<file path="config.mk">
export PLATFORM = sky130hd
export DESIGN_NAME = texcache_refill_flat
export DESIGN_NICKNAME = d
export VERILOG_FILES = /design/src/hw/texcache_pkg.sv /design/src/hw/texcache_wr_if.sv /design/src/hw/texcache_refill.sv /design/src/flat_wrapper.sv
export SDC_FILE = /design/constraint.sdc
export NUM_CORES = 1
export LEC_CHECK = 0
export ABC_AREA = 1
export BUFFER_PORTS_ARGS = -buffer_cell sky130_fd_sc_hd__buf_2
export CAP_MARGIN = 20
export CORE_ASPECT_RATIO = 0.6
export CORE_UTILIZATION = 52
export CTS_BUF_LIST = sky130_fd_sc_hd__clkbuf_4
export CTS_CLUSTER_DIAMETER = 120
export CTS_CLUSTER_SIZE = 28
export DETAILED_ROUTE_END_ITERATION = 16
export PLACE_DENSITY = 0.87
export SYNTH_ARGS = -nofsm -noshare
export SYNTH_HDL_FRONTEND = slang
export SYNTH_SLANG_ARGS = --single-unit
export TNS_END_PERCENT = 50
</file>
<file path="constraint.sdc">
create_clock -name sys_clk -period 4.3 [get_ports sys_clk]
set_clock_uncertainty 0.2 [all_clocks]
set_input_delay 0.86 -clock sys_clk [delete_from_list [all_inputs] [get_ports sys_clk]]
set_output_delay 0.86 -clock sys_clk [all_outputs]
set_load 0.02 [all_outputs]
</file>
<file path="src/hw/texcache_pkg.sv">
/*
 * Texture cache definitions.
 * Cache geometry, address types and the refill FSM states.
 */
package texcache_pkg;

	localparam int FML_DEPTH   = 26; // memory byte address width.
	localparam int CACHE_DEPTH = 13; // 8 KiB of cache.
	localparam int LINE_BITS   = 5;  // a line is one 4x64-bit burst.
	localparam int INDEX_W     = CACHE_DEPTH - LINE_BITS;
	localparam int TAG_W       = FML_DEPTH - CACHE_DEPTH;
	localparam int NUM_LINES   = 2 ** INDEX_W;
	localparam int DADR_W      = CACHE_DEPTH - 2; // 32-bit word index inside the cache.
	localparam int NUM_TEX     = 4; // texels A, B, C and D.

	// a byte address splits into tag, line index and offset, from the top down.
	typedef logic [FML_DEPTH-2:0] tadr_t; // counts 16-bit words.
	typedef logic [FML_DEPTH-1:0] badr_t;
	typedef logic [5:0] frac_t;

	typedef enum logic [2:0] {
		IDLE,
		DATA1,
		DATA2,
		DATA3,
		DATA4,
		WAIT,
		FLUSH
	} refill_state_e;

endpackage

</file>
<file path="src/hw/texcache_wr_if.sv">
/*
 * Cache write bus.
 * Carries tag and data memory writes from the refill engine to the lookup stage.
 */
interface texcache_wr_if import texcache_pkg::*; ();

	logic               tag_we;
	logic [INDEX_W-1:0] tag_aw;
	logic               tag_valid;
	logic [TAG_W-1:0]   tag_dw;
	logic               data_we;
	logic [INDEX_W+1:0] data_aw; // line index followed by the beat number.

	modport refill (
		output tag_we, tag_aw, tag_valid, tag_dw,
		output data_we, data_aw
	);

	modport lookup (
		input tag_we, tag_aw, tag_valid, tag_dw,
		input data_we, data_aw
	);

endinterface

</file>
<file path="src/hw/texcache_refill.sv">
/*
 * Texture cache refill engine.
 * Fetches a missing line as a four-beat burst and writes its tag last,
 * or walks all lines to invalidate them on a flush.
 */
module texcache_refill import texcache_pkg::*; (
	input  logic          sys_clk,
	input  logic          sys_rst,
	input  logic          fetch_req_i,
	input  badr_t         fetch_adr_i,
	input  logic          flush_i,
	output logic          busy_o,
	output badr_t         fml_adr_o,
	output logic          fml_stb_o,
	input  logic          fml_ack_i,
	texcache_wr_if.refill wr
);

	refill_state_e state;
	refill_state_e next_state;
	badr_t adr_q;
	logic [1:0] beat;
	logic [INDEX_W-1:0] line_cnt;

	always_ff @(posedge sys_clk) begin
		if (sys_rst)
			state <= IDLE;
		else
			state <= next_state;
	end

	always_ff @(posedge sys_clk) begin
		if (state == IDLE && fml_stb_o)
			adr_q <= fetch_adr_i; // held for the whole burst and the tag write.
	end

	always_ff @(posedge sys_clk) begin
		if (sys_rst || state == IDLE)
			beat <= 2'd0;
		else if (wr.data_we)
			beat <= beat + 2'd1;
	end

	always_ff @(posedge sys_clk) begin
		if (sys_rst || state != FLUSH)
			line_cnt <= '0;
		else
			line_cnt <= line_cnt + 1'b1;
	end

	// the request goes out in IDLE, before the address has been captured.
	assign fml_adr_o = (state == IDLE) ? fetch_adr_i : adr_q;
	assign busy_o = state != IDLE;

	assign wr.tag_aw = (state == FLUSH) ? line_cnt : adr_q[CACHE_DEPTH-1:LINE_BITS];
	assign wr.tag_dw = adr_q[FML_DEPTH-1:CACHE_DEPTH];
	assign wr.data_aw = {adr_q[CACHE_DEPTH-1:LINE_BITS], beat};

	always_comb begin
		next_state = state;
		fml_stb_o = 1'b0;
		wr.data_we = 1'b0;
		wr.tag_we = 1'b0;
		wr.tag_valid = 1'b1;
		case (state)
			IDLE: begin
				if (flush_i) begin
					next_state = FLUSH;
				end else if (fetch_req_i) begin
					fml_stb_o = 1'b1;
					next_state = DATA1;
				end
			end
			DATA1: begin
				fml_stb_o = 1'b1;
				if (fml_ack_i) begin
					wr.data_we = 1'b1; // beat 0 arrives with the ack.
					next_state = DATA2;
				end
			end
			DATA2: begin
				wr.data_we = 1'b1;
				next_state = DATA3;
			end
			DATA3: begin
				wr.data_we = 1'b1;
				next_state = DATA4;
			end
			DATA4: begin
				wr.data_we = 1'b1;
				wr.tag_we = 1'b1; // the line only becomes visible once all of it is in.
				next_state = WAIT;
			end
			WAIT: next_state = IDLE; // lets fetch_req see the new tag.
			FLUSH: begin
				wr.tag_we = 1'b1;
				wr.tag_valid = 1'b0;
				if (&line_cnt)
					next_state = IDLE;
			end
			default: next_state = IDLE;
		endcase
	end

endmodule

</file>
<file path="src/flat_wrapper.sv">
// flat-port wrapper written by rule: the top's interface ports become plain ports
module texcache_refill_flat import texcache_pkg::*;
  (sys_clk, sys_rst, fetch_req_i, fetch_adr_i, flush_i, busy_o, fml_adr_o, fml_stb_o, fml_ack_i, wr_tag_we, wr_tag_aw, wr_tag_valid, wr_tag_dw, wr_data_we, wr_data_aw);
  texcache_wr_if wr_i ();
  input  logic sys_clk;
  input  logic sys_rst;
  input  logic fetch_req_i;
  input  badr_t fetch_adr_i;
  input  logic flush_i;
  output logic busy_o;
  output badr_t fml_adr_o;
  output logic fml_stb_o;
  input  logic fml_ack_i;
  output wire logic [$bits(wr_i.tag_we)-1:0] wr_tag_we;
  output wire logic [$bits(wr_i.tag_aw)-1:0] wr_tag_aw;
  output wire logic [$bits(wr_i.tag_valid)-1:0] wr_tag_valid;
  output wire logic [$bits(wr_i.tag_dw)-1:0] wr_tag_dw;
  output wire logic [$bits(wr_i.data_we)-1:0] wr_data_we;
  output wire logic [$bits(wr_i.data_aw)-1:0] wr_data_aw;
  assign wr_tag_we = wr_i.tag_we;
  assign wr_tag_aw = wr_i.tag_aw;
  assign wr_tag_valid = wr_i.tag_valid;
  assign wr_tag_dw = wr_i.tag_dw;
  assign wr_data_we = wr_i.data_we;
  assign wr_data_aw = wr_i.data_aw;
  texcache_refill u_core (.sys_clk(sys_clk), .sys_rst(sys_rst), .fetch_req_i(fetch_req_i), .fetch_adr_i(fetch_adr_i), .flush_i(flush_i), .busy_o(busy_o), .fml_adr_o(fml_adr_o), .fml_stb_o(fml_stb_o), .fml_ack_i(fml_ack_i), .wr(wr_i));
endmodule
</file>
==> impl_results.md <==
* Sw Share at 50.6%
* Fraction of layout cells with a size suffix above 1 at 36.1%
* Fin. max-slew vios at 0
* P_leak at 1.23 nW
* Overall routed net length at 4470 µm
* CP startpoint kind: register
* Starting Density at 55.1%
* Vias at 1883
* Min Tclk post-route at 3.36 ns
* Total power at 0.00184 W
* Drt wl/cell at 12.0 µm
* CP peak stage delay at 0.53 ns
* Core area at 3720 µm²
* Hold Vio Cnt, Final at 0
* Commonest non-fill, non-tap cells in the layout: nand2_1 (113), buf_2 (92), edfxtp_1 (26)
* WP data required at 3.24 ns
* Status: completed
* Congestion Overflow GR at 0
* Maxcap violations at 0
* FILL cells at 320
* Syn Area/Cell at 8.20 µm²
* Initial antenna violation count at 0
* Yosys warns at 0
* Crit. End Element: primary output
* Clock Sinks at 39
* Clock Root Buffer: clkbuf_4
* Total iterations of the first detailed-routing run at 4
* Clock share of power at 13.1%
* Skew-Pair Late Insertion Delay at 0.35 ns
* I/O pins at 93
* Slowest CP cell: nor2_4
* Synth Cell Area at 2050 µm²
* Worst hold margin at 0.294 ns
* Hold_buf cts at 0
* Slew headroom at 51.6%
* Share of total power in sequential cells at 27.9%
* Vias per cell at 5.08
* Die height at 50.6 µm
* Final TNS setup at 0 ns
* Reg clk slew, reported paths at 0.12 ns
* #FFs+latches synth at 39
* Synth Flop Type: edfxtp_1
* P_sw at 0.000929 W
* HP Class: register to register
* DRC at 0
* # diodes at 0
* Clock tree from TritonCTS: yes
* Critical path class: register to primary output
* Worst Path Arrival at 2.30 ns
* Worst-path fanout max at 30
* Die Wd at 83.1 µm
* Cell chain of the critical path: nor2_2 > inv_2 > nor2_4 > inv_2 > nand2_1 > nand2_1 > buf_2
* Peak VDD IR at 489 µV
* Internal Power at 0.000908 W
* Antenna-violating nets left at 0
* DRT iter0 DRCs at 134
* Worst Tran Pin Value at 0.726 ns
* CP top delay family: simple AND/OR/NAND/NOR gates
* H-tree levels at 2
* RSZ-0062 raised after global routing: no
* Syn nets at 282
* Nets@finish at 355
* First-pass GRT wire length at 7270 µm
* # Post-CTS Setup Buffers at 0
* Hpwl dp at 3290 µm
* Total CTS buffers at 5
* Placer Congestion at 0.813
* Vias in the first global route at 1647
* CTS resizes at 0
* Post-synth cell types at 25
* Die area at 4200 µm²
* I/O Buffers at 92
* Bufs on Longest Clock Path at 2
* Total GRT Usage at 22.3%
* WP buf/inv at 3
* Area grow syn2layout at 19.5%
* Ys async rst share at 0%
* Pin count of the biggest net entering global routing at 31
* EDFF count, synth at 26
* Number of setup violations in the final report at 0
* Max frequency at 0.298 GHz
* PwrDens at 750 nW/µm²
* Seq/Total Area, Yosys at 50.8%
* Combinational power share at 59.0%
* Most common cell after layout, fill and taps aside: nand2_1
* Mapped Cells at 250
* Cell Rows at 17
* Period utilisation layout at 78.1%
## synth_stat cells, types with 2 or more instances
library cell  number  area [µm²]
a21oi_1           11        55.1
buf_2              3        15.0
buf_4             21         158
buf_6              3        33.8
dfxtp_1           13         260
edfxtp_1          26         781
inv_1             11        41.3
inv_2              6        22.5
nand2_1          113         424
nand2_2            2        12.5
nand3_1            5        25.0
nand4_1            3        18.8
nor2_1            11        41.3
nor2_2             2        12.5
nor2_4             2        22.5
o21ai_0            9        45.0
## kinds of logic (layout without fill, tap and decap cells)
logic type	Yosys count	after routing	share of synthesized area [%]
AO/OA/AOI/OAI	23	23	6.11
XOR/XNOR	1	1	0.427
adder cells (fa/ha/maj)	1	1	0.610
buffers and inverters	44	118	13.2
flip-flops	39	39	50.8
AND/OR/NAND/NOR	142	142	28.9
## sequential cells by signal, indices dropped and copies added, names as in the netlist
| name | flops |
|---|---|
| u_core.state | 3 |
| u_core.adr_q | 26 |
| u_core.line_cnt | 8 |
| u_core.beat | 2 |
## through the flow
| stage | instances | setup slack [ns] | utilization (%) | area, µm² |
|---|---|---|---|---|
| 2_1_floorplan | 250 | 1.60 | - | 2050 |
| 3_3_place_gp | 363 | 1.43 | 63.7 | 2370 |
| 3_5_place_dp | 363 | 1.32 | 63.7 | 2370 |
| 4_1_cts | 371 | 0.927 | 65.8 | 2450 |
| 5_1_grt | 371 | 0.725 | 65.8 | 2450 |
| 6_report | 371 | 0.941 | 65.8 | 2450 |
## per-layer routing
metal	GRT usage [%]	up-vias	part of all wire, %
li1	-	924	-
met2	37.0	107	45
met5	0	-	0
met4	7.76	0	1.3
met3	4.93	7	9.0
met1	29.2	845	45
## area by class of cell
| cell class | count | area [µm²] | area share, % |
|---|---|---|---|
| sequential | 39 | 1040 | 42.5 |
| inverter | 17 | 63.8 | 2.61 |
| tap | 47 | 58.8 | 2.40 |
| multi-input combinational | 167 | 741 | 30.3 |
| clock buffer | 5 | 37.5 | 1.53 |
| timing repair buffer | 93 | 468 | 19.1 |
| clock inverter | 3 | 38.8 | 1.58 |
## worst min-delay path, delay by kind of cell (launching register included)
kind	cells	cell delay (ns)
compound gates	1	0.06
flops	1	0.34
simple gates	1	0.07
## worst paths after layout
check / start / end / slack [ns] / cells past startpoint
setup / recovery: u_core.state[0] / fml_adr_o[2] / 0.94 / 7
setup reg to reg: u_core.state[0] / u_core.adr_q[7] / 1.47 / 6
hold / removal: u_core.beat[1] / u_core.beat[1] / 0.29 / 2
hold reg to reg: u_core.beat[1] / u_core.beat[1] / 0.29 / 2
## power by group through the flow
stage	clock, W	sequential (W)	combinational [W]
3_3_place_gp	0	0.000519	0.00107
4_1_cts	0.000245	0.000512	0.00109
2_1_floorplan	0	0.000520	0.000831
5_1_grt	0.000262	0.000521	0.00120
6_report	0.000241	0.000513	0.00108
3_5_place_dp	0	0.000520	0.00108
No activity file was read; power rests on OpenSTA's default activity.
